==> src/logic/eeprom_consts.svh <==
`ifndef EEPROM_CONSTS_SVH
`define EEPROM_CONSTS_SVH

// scl pacing, four quarters make one bit
`define I2C_QUARTER_CYCLES 2
`define I2C_QCNT_W         4

// device type field of the control byte
`define EEPROM_DEVICE_CODE 4'b1010

// 2 kB part
`define EEPROM_ADDR_W 11
`define EEPROM_DATA_W 8

`endif

==> src/logic/i2c_pkg.sv <==
`default_nettype none

package i2c_pkg;

    typedef enum logic [1:0] {
        OP_START,       // also the repeated start
        OP_WRITE_BYTE,
        OP_READ_BYTE,
        OP_STOP
    } i2c_op_e;

    typedef enum logic [2:0] {
        BIT_IDLE,
        BIT_START,
        BIT_SHIFT_OUT,
        BIT_ACK_IN,     // slave answers our byte
        BIT_SHIFT_IN,
        BIT_ACK_OUT,    // we answer the slave
        BIT_STOP
    } bit_state_e;

endpackage

`default_nettype wire

==> src/logic/eeprom_pkg.sv <==
`default_nettype none
`include "eeprom_consts.svh"

package eeprom_pkg;

    typedef logic [`EEPROM_ADDR_W-1:0] eeprom_addr_t;   // bits 10..8 go in the control byte
    typedef logic [`EEPROM_DATA_W-1:0] eeprom_data_t;

    typedef enum logic [3:0] {
        CMD_IDLE,
        CMD_START,
        CMD_CTRL_W,
        CMD_ADDR,
        CMD_DATA,
        CMD_RESTART,    // random read only
        CMD_CTRL_R,
        CMD_READ,
        CMD_STOP,
        CMD_DONE
    } cmd_state_e;

endpackage

`default_nettype wire

==> src/logic/i2c_op_if.sv <==
`default_nettype none

interface i2c_op_if import i2c_pkg::*; ();
    logic       op_strobe;
    i2c_op_e    op;
    logic [7:0] tx_byte;
    logic       last_read;  // answer with nack
    logic       op_done;
    logic [7:0] rx_byte;
    logic       nack;       // valid with op_done of a byte write

    modport issuer (
        output op_strobe, op, tx_byte, last_read,
        input  op_done, rx_byte, nack
    );

    modport executor (
        input  op_strobe, op, tx_byte, last_read,
        output op_done, rx_byte, nack
    );
endinterface

`default_nettype wire

==> src/logic/i2c_line_if.sv <==
`default_nettype none

interface i2c_line_if ();
    logic scl_level;
    logic sda_low;      // 1 pulls the data line down
    logic sda_sampled;  // after the two-flop synchronizer
    logic scl_out_now;  // what the pin carries right now

    modport engine (
        output scl_level, sda_low,
        input  sda_sampled, scl_out_now
    );

    modport pins (
        input  scl_level, sda_low,
        output sda_sampled, scl_out_now
    );
endinterface

`default_nettype wire

==> src/logic/eeprom_cmd_sequencer.sv <==
`default_nettype none
`include "eeprom_consts.svh"

module eeprom_cmd_sequencer import i2c_pkg::*, eeprom_pkg::*; (
    input  wire logic         CLK,
    input  wire logic         RESET,
    input  wire logic         wr,
    input  wire logic         rd,
    input  wire eeprom_addr_t addr,
    input  wire eeprom_data_t wdata,
    output eeprom_data_t      rdata,
    output logic              ack,
    output logic              nack_error,
    output logic              busy,
    i2c_op_if.issuer          op
);

    cmd_state_e   state;
    cmd_state_e   next_state;
    eeprom_addr_t addr_q;
    eeprom_data_t data_q;
    logic         is_read;
    logic         nack_q;       // some written byte went unanswered
    logic         op_pending;

    always_comb
    begin
        case (state)
            CMD_START:   next_state = CMD_CTRL_W;
            CMD_CTRL_W:  next_state = op.nack ? CMD_STOP : CMD_ADDR;
            CMD_ADDR:    next_state = op.nack ? CMD_STOP : (is_read ? CMD_RESTART : CMD_DATA);
            CMD_DATA:    next_state = CMD_STOP;
            CMD_RESTART: next_state = CMD_CTRL_R;
            CMD_CTRL_R:  next_state = op.nack ? CMD_STOP : CMD_READ;
            CMD_READ:    next_state = CMD_STOP;
            default:     next_state = CMD_DONE;
        endcase
    end

    // op and byte follow the state, so they hold from strobe to done
    always_comb
    begin
        case (state)
            CMD_START, CMD_RESTART:                     op.op = OP_START;
            CMD_CTRL_W, CMD_ADDR, CMD_DATA, CMD_CTRL_R: op.op = OP_WRITE_BYTE;
            CMD_READ:                                   op.op = OP_READ_BYTE;
            default:                                    op.op = OP_STOP;
        endcase
        case (state)
            CMD_CTRL_W: op.tx_byte = {`EEPROM_DEVICE_CODE, addr_q[`EEPROM_ADDR_W-1:8], 1'b0};
            CMD_ADDR:   op.tx_byte = addr_q[7:0];
            CMD_DATA:   op.tx_byte = data_q;
            CMD_CTRL_R: op.tx_byte = {`EEPROM_DEVICE_CODE, addr_q[`EEPROM_ADDR_W-1:8], 1'b1};
            default:    op.tx_byte = 8'h00;
        endcase
    end

    assign op.last_read = (state == CMD_READ);  // single byte read ends with nack

    always_ff @(posedge CLK)
    begin
        if (RESET)
        begin
            state        <= CMD_IDLE;
            is_read      <= 1'b0;
            nack_q       <= 1'b0;
            busy         <= 1'b0;
            ack          <= 1'b0;
            nack_error   <= 1'b0;
            rdata        <= '0;
            op.op_strobe <= 1'b0;
        end
        else
        begin
            op.op_strobe <= 1'b0;
            ack          <= 1'b0;
            case (state)
                CMD_IDLE, CMD_DONE:     // busy is already low in done
                    if (wr || rd)
                    begin
                        addr_q       <= addr;
                        data_q       <= wdata;
                        is_read      <= !wr;    // wr wins a tie
                        nack_q       <= 1'b0;
                        nack_error   <= 1'b0;
                        busy         <= 1'b1;
                        state        <= CMD_START;
                        op.op_strobe <= 1'b1;
                    end
                    else
                        state <= CMD_IDLE;
                default:
                    if (op.op_done)
                    begin
                        state <= next_state;
                        if (op.op == OP_WRITE_BYTE && op.nack)
                            nack_q <= 1'b1;
                        if (state == CMD_READ)
                            rdata <= op.rx_byte;
                        if (state == CMD_STOP)
                        begin
                            ack        <= 1'b1;
                            busy       <= 1'b0;
                            nack_error <= nack_q;
                        end
                        else
                            op.op_strobe <= 1'b1;
                    end
            endcase
        end
    end

    always_ff @(posedge CLK)
    begin
        if (RESET)
            op_pending <= 1'b0;
        else if (op.op_strobe)
            op_pending <= 1'b1;
        else if (op.op_done)
            op_pending <= 1'b0;
    end

    // one operation in flight toward the bit engine
    a_one_op_in_flight: assert property (@(posedge CLK) disable iff (RESET)
        op.op_strobe |-> !op_pending);

endmodule

`default_nettype wire

==> src/logic/i2c_bit_engine.sv <==
`default_nettype none
`include "eeprom_consts.svh"

module i2c_bit_engine import i2c_pkg::*; (
    input  wire logic  CLK,
    input  wire logic  RESET,
    i2c_op_if.executor op,
    i2c_line_if.engine line
);

    localparam logic [`I2C_QCNT_W-1:0] QUARTER_LAST = `I2C_QUARTER_CYCLES - 1;

    bit_state_e             state;
    logic [`I2C_QCNT_W-1:0] qcnt;
    logic [1:0]             qidx;       // quarter within bit, start or stop
    logic [2:0]             bitcnt;
    logic [7:0]             shreg;
    logic                   q_end;
    logic                   bit_drive;

    // the high quarter waits until the pin really is high
    assign q_end = (qcnt == QUARTER_LAST) && (qidx != 2'd2 || line.scl_out_now);

    always_comb
    begin
        case (state)
            BIT_SHIFT_OUT: bit_drive = !shreg[7];       // msb first
            BIT_ACK_OUT:   bit_drive = !op.last_read;
            default:       bit_drive = 1'b0;            // released for the slave
        endcase
    end

    assign op.rx_byte = shreg;

    always_ff @(posedge CLK)
    begin
        if (RESET)
        begin
            state          <= BIT_IDLE;
            qcnt           <= '0;
            qidx           <= '0;
            bitcnt         <= '0;
            line.scl_level <= 1'b1;
            line.sda_low   <= 1'b0;
            op.op_done     <= 1'b0;
            op.nack        <= 1'b0;
        end
        else
        begin
            op.op_done <= 1'b0;
            if (state == BIT_IDLE || q_end)
                qcnt <= '0;
            else if (qcnt != QUARTER_LAST)
                qcnt <= qcnt + 1'b1;
            case (state)
                BIT_IDLE:
                    if (op.op_strobe)
                    begin
                        qidx   <= 2'd0;
                        bitcnt <= 3'd0;
                        shreg  <= op.tx_byte;
                        case (op.op)
                            OP_START:
                            begin
                                state          <= BIT_START;
                                line.scl_level <= 1'b1;
                                line.sda_low   <= 1'b0;
                            end
                            OP_STOP:
                            begin
                                state          <= BIT_STOP;
                                line.scl_level <= 1'b0;
                                line.sda_low   <= 1'b1;
                            end
                            OP_WRITE_BYTE:
                            begin
                                state          <= BIT_SHIFT_OUT;
                                line.scl_level <= 1'b0;
                            end
                            default:
                            begin
                                state          <= BIT_SHIFT_IN;
                                line.scl_level <= 1'b0;
                            end
                        endcase
                    end
                BIT_START:
                    if (q_end)
                    begin
                        qidx <= 2'd1;
                        if (qidx == 2'd0)
                            line.sda_low <= 1'b1;   // sda falls under high scl
                        else
                        begin
                            op.op_done <= 1'b1;
                            state      <= BIT_IDLE;
                        end
                    end
                BIT_STOP:
                    if (q_end)
                    begin
                        qidx <= 2'd1;
                        if (qidx == 2'd0)
                            line.scl_level <= 1'b1;
                        else
                        begin
                            line.sda_low <= 1'b0;   // sda rises under high scl
                            op.op_done   <= 1'b1;
                            state        <= BIT_IDLE;
                        end
                    end
                default:
                    if (q_end)
                    begin
                        qidx <= qidx + 2'd1;
                        case (qidx)
                            2'd0: line.sda_low <= bit_drive;
                            2'd1: line.scl_level <= 1'b1;
                            2'd2: line.scl_level <= 1'b0;
                            default:
                            begin
                                bitcnt <= bitcnt + 3'd1;
                                case (state)
                                    BIT_SHIFT_OUT:
                                    begin
                                        shreg <= {shreg[6:0], 1'b0};
                                        if (bitcnt == 3'd7)
                                            state <= BIT_ACK_IN;
                                    end
                                    BIT_SHIFT_IN:
                                    begin
                                        shreg <= {shreg[6:0], line.sda_sampled};
                                        if (bitcnt == 3'd7)
                                            state <= BIT_ACK_OUT;
                                    end
                                    BIT_ACK_IN:
                                    begin
                                        op.nack    <= line.sda_sampled;    // high means no ack
                                        op.op_done <= 1'b1;
                                        state      <= BIT_IDLE;
                                    end
                                    default:
                                    begin
                                        op.op_done <= 1'b1;
                                        state      <= BIT_IDLE;
                                    end
                                endcase
                            end
                        endcase
                    end
            endcase
        end
    end

    // data moves only under low scl, start and stop being the exceptions
    a_sda_stable_scl_high: assert property (@(posedge CLK) disable iff (RESET)
        $changed(line.sda_low) |-> !line.scl_level || $past(state) inside {BIT_START, BIT_STOP});

endmodule

`default_nettype wire

==> src/logic/i2c_line_io.sv <==
`default_nettype none

module i2c_line_io (
    input  wire logic CLK,
    input  wire logic RESET,
    i2c_line_if.pins  line,
    output logic      scl,
    output logic      sda_pull_low,
    input  wire logic sda_in
);

    logic sda_meta;
    logic sda_sync;

    always_ff @(posedge CLK)
    begin
        if (RESET)
        begin
            scl          <= 1'b1;   // bus released
            sda_pull_low <= 1'b0;
            sda_meta     <= 1'b1;
            sda_sync     <= 1'b1;
        end
        else
        begin
            scl          <= line.scl_level;
            sda_pull_low <= line.sda_low;
            sda_meta     <= sda_in;
            sda_sync     <= sda_meta;
        end
    end

    assign line.scl_out_now = scl;
    assign line.sda_sampled = sda_sync;

endmodule

`default_nettype wire

==> src/logic/eeprom_i2c_top.sv <==
`default_nettype none

module eeprom_i2c_top import eeprom_pkg::*; (
    input  wire logic         CLK,
    input  wire logic         RESET,
    input  wire logic         wr,
    input  wire logic         rd,
    input  wire eeprom_addr_t addr,
    input  wire eeprom_data_t wdata,
    output wire eeprom_data_t rdata,
    output wire logic         ack,
    output wire logic         nack_error,
    output wire logic         busy,
    output wire logic         scl,
    output wire logic         sda_pull_low,
    input  wire logic         sda_in
);

    i2c_op_if   op_bus ();
    i2c_line_if line_bus ();

    eeprom_cmd_sequencer u_sequencer (
        .CLK        (CLK),
        .RESET      (RESET),
        .wr         (wr),
        .rd         (rd),
        .addr       (addr),
        .wdata      (wdata),
        .rdata      (rdata),
        .ack        (ack),
        .nack_error (nack_error),
        .busy       (busy),
        .op         (op_bus.issuer)
    );

    i2c_bit_engine u_bit_engine (
        .CLK   (CLK),
        .RESET (RESET),
        .op    (op_bus.executor),
        .line  (line_bus.engine)
    );

    i2c_line_io u_line_io (
        .CLK          (CLK),
        .RESET        (RESET),
        .line         (line_bus.pins),
        .scl          (scl),
        .sda_pull_low (sda_pull_low),
        .sda_in       (sda_in)
    );

endmodule

`default_nettype wire

==> config.mk <==
export PLATFORM = sky130hd
export DESIGN_NAME = eeprom_i2c_top
export DESIGN_NICKNAME = d
export VERILOG_FILES = /design/src/logic/i2c_pkg.sv /design/src/logic/eeprom_pkg.sv /design/src/logic/i2c_op_if.sv /design/src/logic/i2c_line_if.sv /design/src/logic/eeprom_cmd_sequencer.sv /design/src/logic/i2c_bit_engine.sv /design/src/logic/i2c_line_io.sv /design/src/logic/eeprom_i2c_top.sv
export VERILOG_INCLUDE_DIRS = /design/src /design/src/logic
export SDC_FILE = /design/constraint.sdc
export NUM_CORES = 1
export LEC_CHECK = 0
export ABC_AREA = 1
export BUFFER_PORTS_ARGS = -buffer_cell sky130_fd_sc_hd__buf_2
export CAP_MARGIN = 10
export CORE_AREA = 2 2 64 96
export CTS_CLUSTER_DIAMETER = 60
export DETAILED_ROUTE_END_ITERATION = 8
export DIE_AREA = 0 0 66 98
export PLACE_DENSITY = 0.76
export REMOVE_ABC_BUFFERS = 1
export SYNTH_ARGS = -nofsm -noshare
export SYNTH_HDL_FRONTEND = slang
export SYNTH_SLANG_ARGS = --single-unit
==> constraint.sdc <==
create_clock -name CLK -period 3.7 [get_ports CLK]
set_input_delay 0.37 -clock CLK [delete_from_list [all_inputs] [get_ports CLK]]
set_output_delay 0.37 -clock CLK [all_outputs]
set_load 0.02 [all_outputs]
-- Yosys cells after proc, flatten, opt, wreduce, memory -nomap -nowiden
Index checks and enable logic that the tools add are counted.
Widths: inputs -> output; s select.
- add/sub/neg operators: 3
- multipliers: 0
- divide/modulo/power cells: 0
- order comparisons: 0
- equality and inequality tests: 37
- shifts and indexed selects: 0
- multiplexer cells: 70
- bitwise gates (word level): 7
- reduce and logical (&&, ||, !) cells: 41
- operators with widths (operator ; number):
    $mux 1 ; 33
    $pmux 8 s2 ; 2
    $pmux 8 s4 ; 1
    $mux 3 ; 10
    $mux 8 ; 3
    $pmux 4 s6 ; 1
    $mux 4 ; 5
    $pmux 3 s2 ; 3
    $eq 4x3->1 const B ; 4
    $reduce_and 3->1 ; 5
    $ne 2x1->1 const B ; 7
    $eq 3x3->1 const B ; 4
    $reduce_and 6->1 ; 2
    $reduce_or 2->1 ; 6
    $pmux 3 s3 ; 1
    $eq 4x1->1 const B ; 2
    $eq 4x2->1 const B ; 2
    $eq 4x4->1 const B ; 2
    $ne 2x2->1 const B ; 4
    $ne 4x2->1 const B ; 2
    $pmux 1 s2 ; 4
    $reduce_and 4->1 ; 2
    $reduce_and 8->1 ; 1
    $reduce_bool 2->1 ; 4
    other kinds (27) ; 48
- register bits after elaboration: 65
- latch bits: 0
- RAM bits: 0
- bits in read-only memories: 0
- output and inout bits: 13
- word-level logic and storage cells: 181
- memories kept: 0

-- Logic depth before layout (Yosys ltp)
Gate-level depths: netlist of run 1.
- depth after elaboration: 8
- depth in mapped cells: 14

-- Hierarchy
A second synthesis of run 1 with hierarchy kept.
- cell total of the unflattened synthesis: 379
- area, all modules: 3144.3 um^2
- by module, submodules not included (module ; instances ; cells each ; area each (um^2) ; sequential area each (um^2)):
    eeprom_cmd_sequencer ; 1 ; 173 ; 1581.5 ; 930.9
    i2c_bit_engine ; 1 ; 192 ; 1441.4 ; 560.5
    i2c_line_io ; 1 ; 14 ; 121.4 ; 80.1

-- Least setup slack after synthesis of run 1
No wires, ideal clock.
- kind: reg2reg
- from: register u_sequencer.state[0]
- to: register u_sequencer.addr_q[0] (enable)
- arrival time: 1.757 ns
- path slack: 1.549 ns
- cell stages (with the launch flop): 7
- period minus slack after synthesis: 2.151 ns
- cells stage by stage: dfxtp_1 > buf_2 > nor2_2 > nand2_1 > nand2_2 > o21ai_2 > nor2_1
- cells in the longest elaborated chain, start to end: 3
- elaborated cells on any way between the ends: 4
- RTL lines (what ; RTL line ; RTL):
    from (decl) ; eeprom_cmd_sequencer.sv:18 ; cmd_state_e state;
    from (signal assigned) ; eeprom_cmd_sequencer.sv:95 ; state <= next_state;
    $eq 4x4->1 / $logic_not 4->1 (equally long branches) ; eeprom_cmd_sequencer.sv:77 ; case (state)
    $reduce_or 2->1 * ; eeprom_cmd_sequencer.sv:77 ;
    $reduce_and 3->1 (no line) * ; -- ;
    to (signal assigned) ; eeprom_cmd_sequencer.sv:81 ; addr_q <= addr;
    to (decl) ; eeprom_cmd_sequencer.sv:20 ; eeprom_addr_t addr_q;
Every way passes the cells marked *; elsewhere a longest branch is shown, timed or not.
A chain may end at the register's enable or synchronous reset.

-- Final worst setup path of run 1
- from: register u_bit_engine.state[1]
- to: register u_bit_engine.shreg[7] (netlist: u_bit_engine.op.rx_byte[7]) (enable)
- cells in the longest elaborated chain, start to end: 4
- elaborated cells on any way between the ends: 12
- RTL lines (what ; RTL line ; RTL):
    from (decl) ; i2c_bit_engine.sv:13 ; bit_state_e state;
    from (signal assigned) ; i2c_bit_engine.sv:39 ; state <= BIT_IDLE;
    from (signal assigned) ; i2c_bit_engine.sv:65 ; state <= BIT_START;
    from (signal assigned) ; i2c_bit_engine.sv:71 ; state <= BIT_STOP;
    $eq 3x1->1 / $eq 3x3->1 (equally long branches) ; i2c_bit_engine.sv:55 ; case (state)
    $reduce_or 2->1 (no line) ; -- ;
    $not 1->1 (no line) ; -- ;
    $reduce_and 6->1 (no line) * ; -- ;
    to (signal assigned) ; i2c_bit_engine.sv:61 ; shreg <= op.tx_byte;
    to (signal assigned) ; i2c_bit_engine.sv:126 ; shreg <= {shreg[6:0], 1'b0};
    to (signal assigned) ; i2c_bit_engine.sv:132 ; shreg <= {shreg[6:0], line.sda_sampled};
    to (decl) ; i2c_bit_engine.sv:17 ; logic [7:0] shreg;
Marks and branches as above.

==> summary.md, run 1 <==
| Metric | Value |
|---|---|
| Run status | completed |
| Max Freq | between 400 and 500 MHz |
| Crit path cell chain | nor2_4 -> nand2_4 -> inv_2 -> nand2_1 -> nand2_2 -> inv_2 -> nand2_1 -> nor2_1 |
| Max-cap violations | 0 |
| Hold Crit Class | in2reg |
| Crit path max-delay family | simple AND/OR/NAND/NOR gates |
| Antenna diodes | 0 |
| Cell area power density | between 600 and 700 nW/um^2 |
| Nets@finish | 448 |
| Fin crit period | 2220 ps |
| DRT Pass-1 Iters | 4 |
| Vias in the first global route | roughly 2400 |
| Post-CTS Setup Inserts | 0 |
| GRT Residual Overflow | 0 |
| P_leak | 1.61 nW |
| Final Cycle Share | 0.600 |
| Die height | around 100 um |
| Chip Width | about 66 um |
| # rows | 34 |
| Critical path fanouts, max | 23 |
| Crit. End Element | flip-flop |
| DRT iter0 DRCs | approximately 110 |
| Vias per cell | roughly 5 |
| Post-cts sizing count | 0 |
| Final hold violation count | 0 |
| CTS Hold Bufs | 0 |
| Sequential share of the synthesized area | 0.505 |
| Fillers | about 520 |
| Die area | 6470 um^2 |
| Max_slew headroom | 0.596 |
| Max stage delay on crit path | between 500 and 600 ps |
| Critical path type | reg2reg |
| CP Buf/Inv Count | 2 |
| CTS buffer count | 9 |
| Initial Util | 0.546 |
| VDD IR max | between 0.4 and 0.5 mV |
| Detailed Route WL | between 5000 and 6000 um |
| Unrepaired setup endpoints after global routing | false |
| H-tree depth | 3 |
| Syn Area/Cell | slightly above 8 um^2 |
| First-pass GRT wire length | 9980 um |
| Critical Path AT | approximately 2200 ps |
| CP max-delay cell | dfxtp_1 |
| Root Driver | clkbuf_8 |
| Worst-Margin Slew | between 600 and 700 ps |
| Vias | about 2500 |
| IO buf count | 36 |
| DRC | 0 |
| HPWL Detailed | approximately 4400 um |
| Synth area leaders | edfxtp_1 26%, dfxtp_1 24%, nand2_1 12%, nor2_1 4.6%, nand3_1 4.2% |
| Core Region | 5700 um^2 |
| Synth warn | 0 |
| Pin count of the biggest net entering global routing | 24 |
| Initial antenna violation count | 0 |
| Sink Count | 65 |
| Total GRT Usage | 0.206 |
| Post-synth cell types | 35 |
| Post-synth top area cell | edfxtp_1 |
| CTS tree | done |
| Boundary Pins | 37 |
| Worst-skew pair later-pin latency | 350 ps |
| Final Skew | between 7 and 8 ps |
| Fraction of layout cells with a size suffix above 1 | 0.208 |
| Synth Instances | between 300 and 400 |
| Wire per inst | about 12 um |
| Worst EP required | 3680 ps |
| Final setup violation count | 0 |
| TNS Setup | 0 ps |
| Placement Cell Area | around 3300 um^2 |
| Yosys reg bits | 65 |
| GPL Wtd Cong | 0.933 |
| Clock-pin transition on the worst setup and hold timing paths | 70 ps |
| Max-slew violation count | 0 |
| Dpl ws | 1470 ps |
| P&R area growth vs syn | 13.5% |
| CP startpoint kind | flip-flop |
| Clk buf depth | 2 |
| Routed Antenna Nets | 0 |
| Design area | 3530 um^2 |
| Post-Syn Area | approximately 3100 um^2 |
| Final worst slack | 1480 ps |
| Top-area cell type share of the netlist area | 0.260 |
[synthesized netlist by cell type, drive strengths merged]
cell type / number
nand2: 107
nor2: 47
inv: 42
dfxtp: 38
nand3: 28
edfxtp: 27
o21ai: 22
a21oi: 21
ha: 10
buf: 7
nand4: 7
clkbuf: 3
or2: 3
a22o: 2
nand3b: 2
nor3: 2
xor2: 2
clkinv: 1
nor3b: 1
o211ai: 1
o21bai: 1
o221ai: 1
xnor2: 1
[metal layers]
| metal | vias to the layer above | GRT usage | routed length [um] |
|---|---|---|---|
| li1 | 1297 | - | - |
| met1 | 1148 | 0.223 | 2410 |
| met2 | 61 | 0.338 | 3070 |
| met3 | 16 | 0.0668 | 251 |
| met4 | 0 | 0.135 | 193 |
| met5 | - | 0 | 0 |
[cells by family (layout without fill, tap and decap cells)]
family / count (synthesis) / after routing / share of synthesized area
XOR/XNOR: 3 / 3 / 0.00844
flip-flops: 65 / 65 / 0.505
AND/OR/NAND/NOR: 197 / 197 / 0.291
AO/OA/AOI/OAI: 48 / 48 / 0.0848
buffers and inverters: 53 / 96 / 0.0711
adder cells (fa/ha/maj): 10 / 10 / 0.0402
[layout make-up]
cell class	instances	area, um^2	area share
Multi-Input combinational cell	258	1320	0.374
Sequential cell	65	1570	0.445
Timing Repair Buffer	37	188	0.0531
Tap cell	72	90.1	0.0255
Clock buffer	11	141	0.0400
Clock inverter	5	55.1	0.0156
Inverter	43	166	0.0471
[placed cells by master, fill, tap and decap left out, drive strengths merged, types with 2 or more instances in the layout]
master	instances
a21oi	21
a22o	2
buf	37
clkbuf	11
clkinv	4
dfxtp	38
edfxtp	27
ha	10
inv	42
nand2	107
nand3	28
nand3b	2
nand4	7
nor2	47
nor3	2
o21ai	22
or2	3
xor2	2
[power breakdown]
part           switching, W  internal [W]
registers         0.0000894      0.000910
logic              0.000568      0.000273
clock network      0.000265      0.000327
total              0.000923       0.00151
[worst register-to-register path, cell delays in order (launching register included)]
cell     delay [ps]
dfxtp_1         530
nor2_4           70
nand2_4         210
inv_2           160
nand2_1         110
nand2_2          80
inv_2           100
nand2_1         120
nor2_1          480
[stage by stage]
stage               power [W]  std cells  hold WS [ps]  utilization
detailed placement    0.00185        475           400        0.585
CTS                   0.00245        491           179        0.620
global placement      0.00183        475           393        0.585
finish                0.00243        491           197        0.620
floorplan             0.00164        366           389            -
global route          0.00261        491           177        0.620
[path summary, 6_finish.rpt]
kind                            slack [ps]                  start  cells after the start                         end
worst max-delay path                  1480  u_bit_engine.state[1]                      8  u_bit_engine.op.rx_byte[7]
worst min-delay path                   200               addr[10]                      1      u_sequencer.addr_q[10]
worst max register to register        1480  u_bit_engine.state[1]                      8  u_bit_engine.op.rx_byte[7]
worst min register to register         420     u_line_io.sda_meta                      1  u_line_io.line.sda_sampled
[state kept, by name (all words and copies together), names as in the netlist, 2 cells and up]
signal	cells
u_sequencer.state	4
u_sequencer.data_q	8
u_bit_engine.bitcnt	3
u_sequencer.addr_q	11
u_bit_engine.qcnt	4
u_sequencer.rdata	8
u_bit_engine.state	3
u_bit_engine.qidx	2
u_bit_engine.op.rx_byte	8
Note: power is estimated with default switching activity, not from simulation.
==> run 2, diff against run 1 <==
--- a/config.mk
+++ b/config.mk
@@ -9,11 +9,11 @@
 export ABC_AREA = 1
 export BUFFER_PORTS_ARGS = -buffer_cell sky130_fd_sc_hd__buf_2
 export CAP_MARGIN = 10
-export CORE_AREA = 2 2 64 96
+export CORE_AREA = 2 2 67 100
 export CTS_CLUSTER_DIAMETER = 60
 export DETAILED_ROUTE_END_ITERATION = 8
-export DIE_AREA = 0 0 66 98
-export PLACE_DENSITY = 0.76
+export DIE_AREA = 0 0 69 102
+export PLACE_DENSITY = 0.73
 export REMOVE_ABC_BUFFERS = 1
 export SYNTH_ARGS = -nofsm -noshare
 export SYNTH_HDL_FRONTEND = slang
==> constraint.sdc (replaced) <==
create_clock -name CLK -period 1.9 [get_ports CLK]
set_input_delay 0.19 -clock CLK [delete_from_list [all_inputs] [get_ports CLK]]
set_output_delay 0.19 -clock CLK [all_outputs]
set_load 0.02 [all_outputs]
==> run 2 against run 1 <==
Effect of this change:
- via count up 4.1%
- register-to-register slack worse by 1300 ps
- total power grew 110%
- worst hold slack worse by 180 ps
- final cell count is 4.7% higher
- critical path type unchanged
- critical path depth fell by 1
- design area increased by 7.4%
- flip-flop and latch count stayed put
- sequential power increased by 95%
- combinational power up 100%
- non-clock buffer count grew 21
==> summary.md, run 2 (synthesis results as in run 1) <==
| Metric | Value |
|---|---|
| CTS buffer count | 9 (unchanged) |
| Chip Width | 69 um (+4.5%) |
| VDD IR max | 0.773 mV (+82%) |
| Worst-skew pair later-pin latency | 350 ps (about the same) |
| Worst-Margin Slew | 342 ps (-263 ps) |
| CP Buf/Inv Count | 2 (unchanged) |
| Max-cap violations | 0 (unchanged) |
| Initial antenna violation count | 0 (unchanged) |
| CP max-delay cell | dfxtp_1 |
| Most common cell after layout, fill and taps aside | nand2_1 |
| IO buf count | 36 (unchanged) |
| Vias in the first global route | 2517 (+7.1%) |
| Die height | 102 um (+4.1%) |
| Design area | 3790 um^2 (+7.4%) |
| CP startpoint kind | flip-flop |
| Max-slew violation count | 0 (unchanged) |
| Final non-filler cell total | 514 (+4.7%) |
| Boundary Pins | 37 (unchanged) |
| Crit path max-delay family | flip-flops |
| Clk buf depth | 2 (unchanged) |
| Routed Antenna Nets | 0 (unchanged) |
| Total GRT Usage | 0.198 (-0.00784) |
| Fraction of layout cells with a size suffix above 1 | 0.214 (+0.00600) |
| Fin crit period | 1770 ps (-453 ps) |
| Unrepaired setup endpoints after global routing | false |
| Worst EP required | 1960 ps (-1720 ps) |
| Run status | completed |
| Hold slack | 18.6 ps (-178 ps) |
| TNS Setup | 0 ps (unchanged) |
| Vias per cell | 5.11 (-0.54%) |
| Max_slew headroom | 0.772 (+0.176) |
| Wire per inst | 12.5 um (+4.0%) |
| Max Freq | 566 MHz (+26%) |
| Final Cycle Share | 0.930 (+0.330) |
| First-pass GRT wire length | 10900 um (+9.6%) |
| DRC | 0 (unchanged) |
| Sink Count | 65 (unchanged) |
| Final hold violation count | 0 (unchanged) |
| DRT Pass-1 Iters | 4 (unchanged) |
| Antenna diodes | 0 (unchanged) |
| Post-CTS Setup Inserts | 0 (unchanged) |
| Max stage delay on crit path | 520 ps (about the same) |
| Pin count of the biggest net entering global routing | 22 (-8.3%) |
| Nets@finish | 469 (+4.7%) |
| P&R area growth vs syn | 21.9% |
| P_leak | 1.73 nW (+7.4%) |
| Crit path cell chain | inv_1 -> nand3_2 -> nand2_4 -> a21oi_2 -> nand2_1 -> nor2_1 -> buf_4 |
| Final Skew | 10.1 ps (+2.79 ps) |
| Core Region | 6130 um^2 (+7.6%) |
| Critical path fanouts, max | 8 (-65%) |
| # rows | 35 (+2.9%) |
| Hold Crit Class | in2reg |
| Vias | 2626 (+4.1%) |
| GPL Wtd Cong | 0.885 (-5.1%) |
| Total power | 0.00509 W (+110%) |
| Die area | 7040 um^2 (+8.8%) |
| Detailed Route WL | 6450 um (+8.9%) |
| Crit. End Element | flip-flop |
| Final setup violation count | 0 (unchanged) |
| Clock-pin transition on the worst setup and hold timing paths | 70 ps (about the same) |
| Max FFs per register | 11 (unchanged) |
| GRT Residual Overflow | 0 (unchanged) |
| Most frequent cells in the layout | 97 x nand2_1, 38 x nor2_1, 37 x dfxtp_1 |
| Critical Path AT | 1830 ps (-370 ps) |
| Placed Cells | 482 (+1.5%) |
| DRT iter0 DRCs | 126 (+14%) |
| Placement Cell Area | 3390 um^2 (+1.6%) |
| CTS tree | done |
| H-tree depth | 3 (unchanged) |
| Root Driver | clkbuf_8 |
| HPWL Detailed | 4440 um (+0.55%) |
| Initial Util | 0.508 (-0.0383) |
| Cell area power density | 1340 nW/um^2 (+95%) |
| Reg with most FFs | u_sequencer.addr_q |
| Critical path type | reg2reg |
run 2: cell count changes in the layout (fill, tap and decap cells not counted), sizes merged:
cell	before	now
buf	37	42
clkbuf	11	10
clkinvlp	1	0
dlygate4sd3	0	16
clkinv	4	3
bufinv	1	3
inv	42	43
run 2: final timing paths:
check                                      startpoint                          to  slack (ps)  depth (start not counted)
worst max register to register  u_bit_engine.state[1]  u_bit_engine.op.rx_byte[0]         130                          7
worst min-delay path                         wdata[1]       u_sequencer.data_q[1]          20                          1
worst min register to register     u_line_io.sda_meta  u_line_io.line.sda_sampled         410                          1
worst max-delay path            u_bit_engine.state[1]  u_bit_engine.op.rx_byte[0]         130                          7
run 2: power breakdown:
group	internal, W	switching (W)
registers	0.00177	0.000175
logic	0.000614	0.00110
clock network	0.000881	0.000552
total	0.00327	0.00183
run 2: area by class of cell:
cell class / count / area [um^2]
clock buffers: 10 / 128
clock inverters: 6 / 116
well taps: 74 / 92.6
fillers: 564 / 2340
flip-flops and latches: 65 / 1570
multi-input cells: 258 / 1320
inverters: 43 / 166
repair buffers: 58 / 398
run 2: through the flow:
step            util  setup slack, ps
6_report       0.619              133
4_1_cts        0.619              124
2_1_floorplan      -             -189
5_1_grt        0.619             13.9
3_5_place_dp   0.553              132
3_3_place_gp   0.553              198
run 2: routing by layer:
metal | routed length, um | vias to the layer above | track usage
li1 | - | 1339 | -
met1 | 2520 | 1211 | 0.201
met2 | 3450 | 60 | 0.362
met3 | 273 | 16 | 0.0592
met4 | 197 | 0 | 0.113
met5 | 0 | - | 0
run 2: timing repair:
| action | in CTS | in global routing |
|---|---|---|
| hold buffers | 16 | 0 |
| gates resized for setup | 0 | 1 |
| setup endpoints to repair | 0 | 8 |
| hold endpoints to repair | 16 | 0 |
==> run 3, diff against run 2 <==
--- a/config.mk
+++ b/config.mk
@@ -9,11 +9,10 @@
 export ABC_AREA = 1
 export BUFFER_PORTS_ARGS = -buffer_cell sky130_fd_sc_hd__buf_2
 export CAP_MARGIN = 10
-export CORE_AREA = 2 2 67 100
+export CORE_AREA = 2 2 76 114
 export CTS_CLUSTER_DIAMETER = 60
 export DETAILED_ROUTE_END_ITERATION = 8
-export DIE_AREA = 0 0 69 102
-export PLACE_DENSITY = 0.73
+export DIE_AREA = 0 0 78 116
 export REMOVE_ABC_BUFFERS = 1
 export SYNTH_ARGS = -nofsm -noshare
 export SYNTH_HDL_FRONTEND = slang
==> run 3 against run 2 <==
Effect of this change:
- clock power is 13% higher
- total power is 3.6% higher
- critical endpoint unchanged
- via count is 4.6% lower
- final cell count is 3.1% higher
- routed wire length is 1.4% lower
- sequential power hardly changed
- sequential share of layout area is 0.79 points higher
- global-route usage is 4.1 points lower
- count of clock-buffer cells in the layout is 1 higher
==> summary.md, run 3 (synthesis results as in run 1) <==
| Metric | Value |
|---|---|
| Final worst slack | 149 ps (+15.5 ps) |
| Fraction of layout cells with a size suffix above 1 | 0.221 (+0.00754) |
| Final hold violation count | 0 (unchanged) |
| Final non-filler cell total | 530 (+3.1%) |
| Post-layout util | 0.465 (-0.153) |
| First-pass GRT wire length | 11100 um (+1.1%) |
| Max Freq | 571 MHz (+0.89%) |
| Clock-pin transition on the worst setup and hold timing paths | 60 ps (about the same) |
| Most frequent cells in the layout | 97 x nand2_1, 38 x nor2_1, 36 x buf_2, 36 x dfxtp_1, 33 x inv_1 |
| Cell area power density | 1420 nW/um^2 (+5.4%) |
| Detailed Route WL | 6360 um (-1.4%) |
| Dpl ws | 118 ps (-13.8 ps) |
| Post-CTS Setup Inserts | 0 (unchanged) |
| IO buf count | 36 (unchanged) |
| GRT Residual Overflow | 0 (unchanged) |
| Total power | 0.00528 W (+3.6%) |
| CTS buffer count | 9 (unchanged) |
| Max stage delay on crit path | 350 ps (-170 ps) |
| Vias in the first global route | 2463 (-2.1%) |
| # rows | 40 (+14%) |
| Combinational share of power | 0.325 (-0.011) |
| CTS Hold Bufs | 0 (-16) |
| Max_slew headroom | 0.770 (-0.00155) |
| Run status | completed |
| Pin count of the biggest net entering global routing | 20 (-9.1%) |
| DRT iter0 DRCs | 86 (-32%) |
| Antenna diodes | 0 (unchanged) |
| Max FFs per register | 11 (unchanged) |
| CP most frequent cell | nand2_1 |
| Hold Crit Class | in2reg |
| DRC | 0 (unchanged) |
| Wire per inst | 12.0 um (-4.4%) |
| Clk buf depth | 2 (unchanged) |
| Vias | 2504 (-4.6%) |
| Switching Share | 0.359 (about the same) |
| Sink Count | 65 (unchanged) |
| CP Buf/Inv Count | 3 (+1) |
| Crit path cell chain | inv_1 -> ha_1 -> nand2_1 -> nand3_1 -> nand2_1 -> nand2_2 -> inv_2 -> nand2_1 -> nor2_1 -> buf_4 |
| Initial Util | 0.389 (-0.119) |
| Boundary Pins | 37 (unchanged) |
| Die height | 116 um (+14%) |
| Worst-Margin Slew | 345 ps (+2.33 ps) |
| P_leak | 1.67 nW (-3.1%) |
| Worst EP required | 1940 ps (-20 ps) |
| CP max-delay cell | dfxtp_2 |
| Max-slew violation count | 0 (unchanged) |
| Clock group share of total power | 0.306 (+0.025) |
| HPWL Detailed | 4750 um (+6.9%) |
| Int Pwr | 0.00338 W (+3.5%) |
| Nets@finish | 454 (-3.2%) |
| Area of the multi-input gates | 1320 um^2 (unchanged) |
| Chip Width | 78 um (+13%) |
| Critical path fanouts, max | 8 (unchanged) |
| Final Cycle Share | 0.922 (-0.00818) |
| Die area | 9050 um^2 (+29%) |
| Fillers | 823 (+46%) |
| Crit path max-delay family | simple AND/OR/NAND/NOR gates |
| Fin crit period | 1750 ps (-15.5 ps) |
| Final setup violation count | 0 (unchanged) |
| Switching power | 0.00189 W (+3.6%) |
| Most common cell after layout, fill and taps aside | nand2_1 |
| Sequential Power Share | 0.369 (-0.013) |
| VDD IR max | 0.720 mV (-6.9%) |
| Total GRT Usage | 0.158 (-0.0406) |
| H-tree depth | 3 (unchanged) |
| Unrepaired setup endpoints after global routing | false |
| Hold path cells | 1 (unchanged) |
| Worst-skew pair later-pin latency | 330 ps (-20 ps) |
| Max-cap violations | 0 (unchanged) |
| CTS tree | done |
| DRT Pass-1 Iters | 4 (unchanged) |
| Reg with most FFs | u_sequencer.addr_q |
| Crit. End Element | flip-flop |
| P&R area growth vs syn | 19.7% |
| Critical path type | reg2reg |
| Routed Antenna Nets | 0 (unchanged) |
| Final Skew | 4.62 ps (-5.45 ps) |
| CP startpoint kind | flip-flop |
| Placed Cells | 514 (+6.6%) |
| Root Driver | clkbuf_16 |
| R2R depth | 10 (+3) |
| Vias per cell | 4.72 (-7.5%) |
| Critical Path AT | 1790 ps (-40 ps) |
| Initial antenna violation count | 0 (unchanged) |
| GPL Wtd Cong | 0.863 (-2.4%) |
| Critical Path Stages | 10 (+3) |
| Core Region | 8010 um^2 (+31%) |
| Register area | 1570 um^2 (about the same) |
-- run 3: cell count changes in the layout (fill, tap and decap cells not counted) --
| cell | previous run | this run |
|---|---|---|
| buf_4 | 5 | 6 |
| bufinv_16 | 3 | 1 |
| clkbuf_1 | 1 | 2 |
| clkbuf_16 | 0 | 9 |
| clkbuf_8 | 9 | 0 |
| clkinv_1 | 0 | 1 |
| clkinv_4 | 3 | 1 |
| clkinvlp_4 | 0 | 3 |
| dfxtp_1 | 37 | 36 |
| dfxtp_2 | 1 | 2 |
| dlygate4sd3_1 | 16 | 0 |
| inv_6 | 1 | 0 |
-- run 3: power by group through the flow --
stage                     combinational (W)  sequential (W)  clock (W)
after floorplan                     0.00124         0.00196          0
after global placement              0.00169         0.00197          0
after detailed placement            0.00171         0.00197          0
after CTS                           0.00173         0.00195    0.00165
after global routing                0.00198         0.00198    0.00170
final                               0.00171         0.00195    0.00161
-- run 3: worst paths after layout --
kind                                      startpoint                          to  slack [ps]
worst min register to register    u_line_io.sda_meta  u_line_io.line.sda_sampled         410
worst max-delay path            u_bit_engine.qidx[0]  u_bit_engine.op.rx_byte[0]         150
worst min-delay path                        wdata[2]       u_sequencer.data_q[2]          30
worst max register to register  u_bit_engine.qidx[0]  u_bit_engine.op.rx_byte[0]         150
-- run 3: worst register-to-register path, delay by kind of cell (launching register included) --
kind,cells,cell delay (ps)
flip-flops,1,350
AND/OR/NAND/NOR,6,530
buffers and inverters,3,350
adder cells (fa/ha/maj),1,220
-- run 3: area by class of cell --
cell class | count | share of cell area
Clock inverter | 5 | 0.0151
Clock buffer | 11 | 0.0625
Sequential cell | 65 | 0.422
Tap cell | 105 | 0.0353
Timing Repair Buffer | 43 | 0.0658
Multi-Input combinational cell | 258 | 0.354
Inverter | 43 | 0.0447
-- run 3: repair_timing --
action	4_1_cts	5_1_grt
endpoints found under the setup margin	0	9
endpoints found under the hold margin	0	0
gates resized for setup	0	2
-- run 3: metrics by stage --
step	TNS, ps	hold WS [ps]	cell area, um^2
floorplan	-3740	259	3060
global placement	0	367	3430
detailed placement	0	368	3430
CTS	0	23.1	3720
global route	0	21.9	3730
finish	0	29.0	3730
-- run 3: per-layer routing --
metal | GRT usage | wire length, um
met1 | 0.163 | 2630
met2 | 0.293 | 3320
met3 | 0.0257 | 205
met4 | 0.103 | 201
met5 | 0 | 0
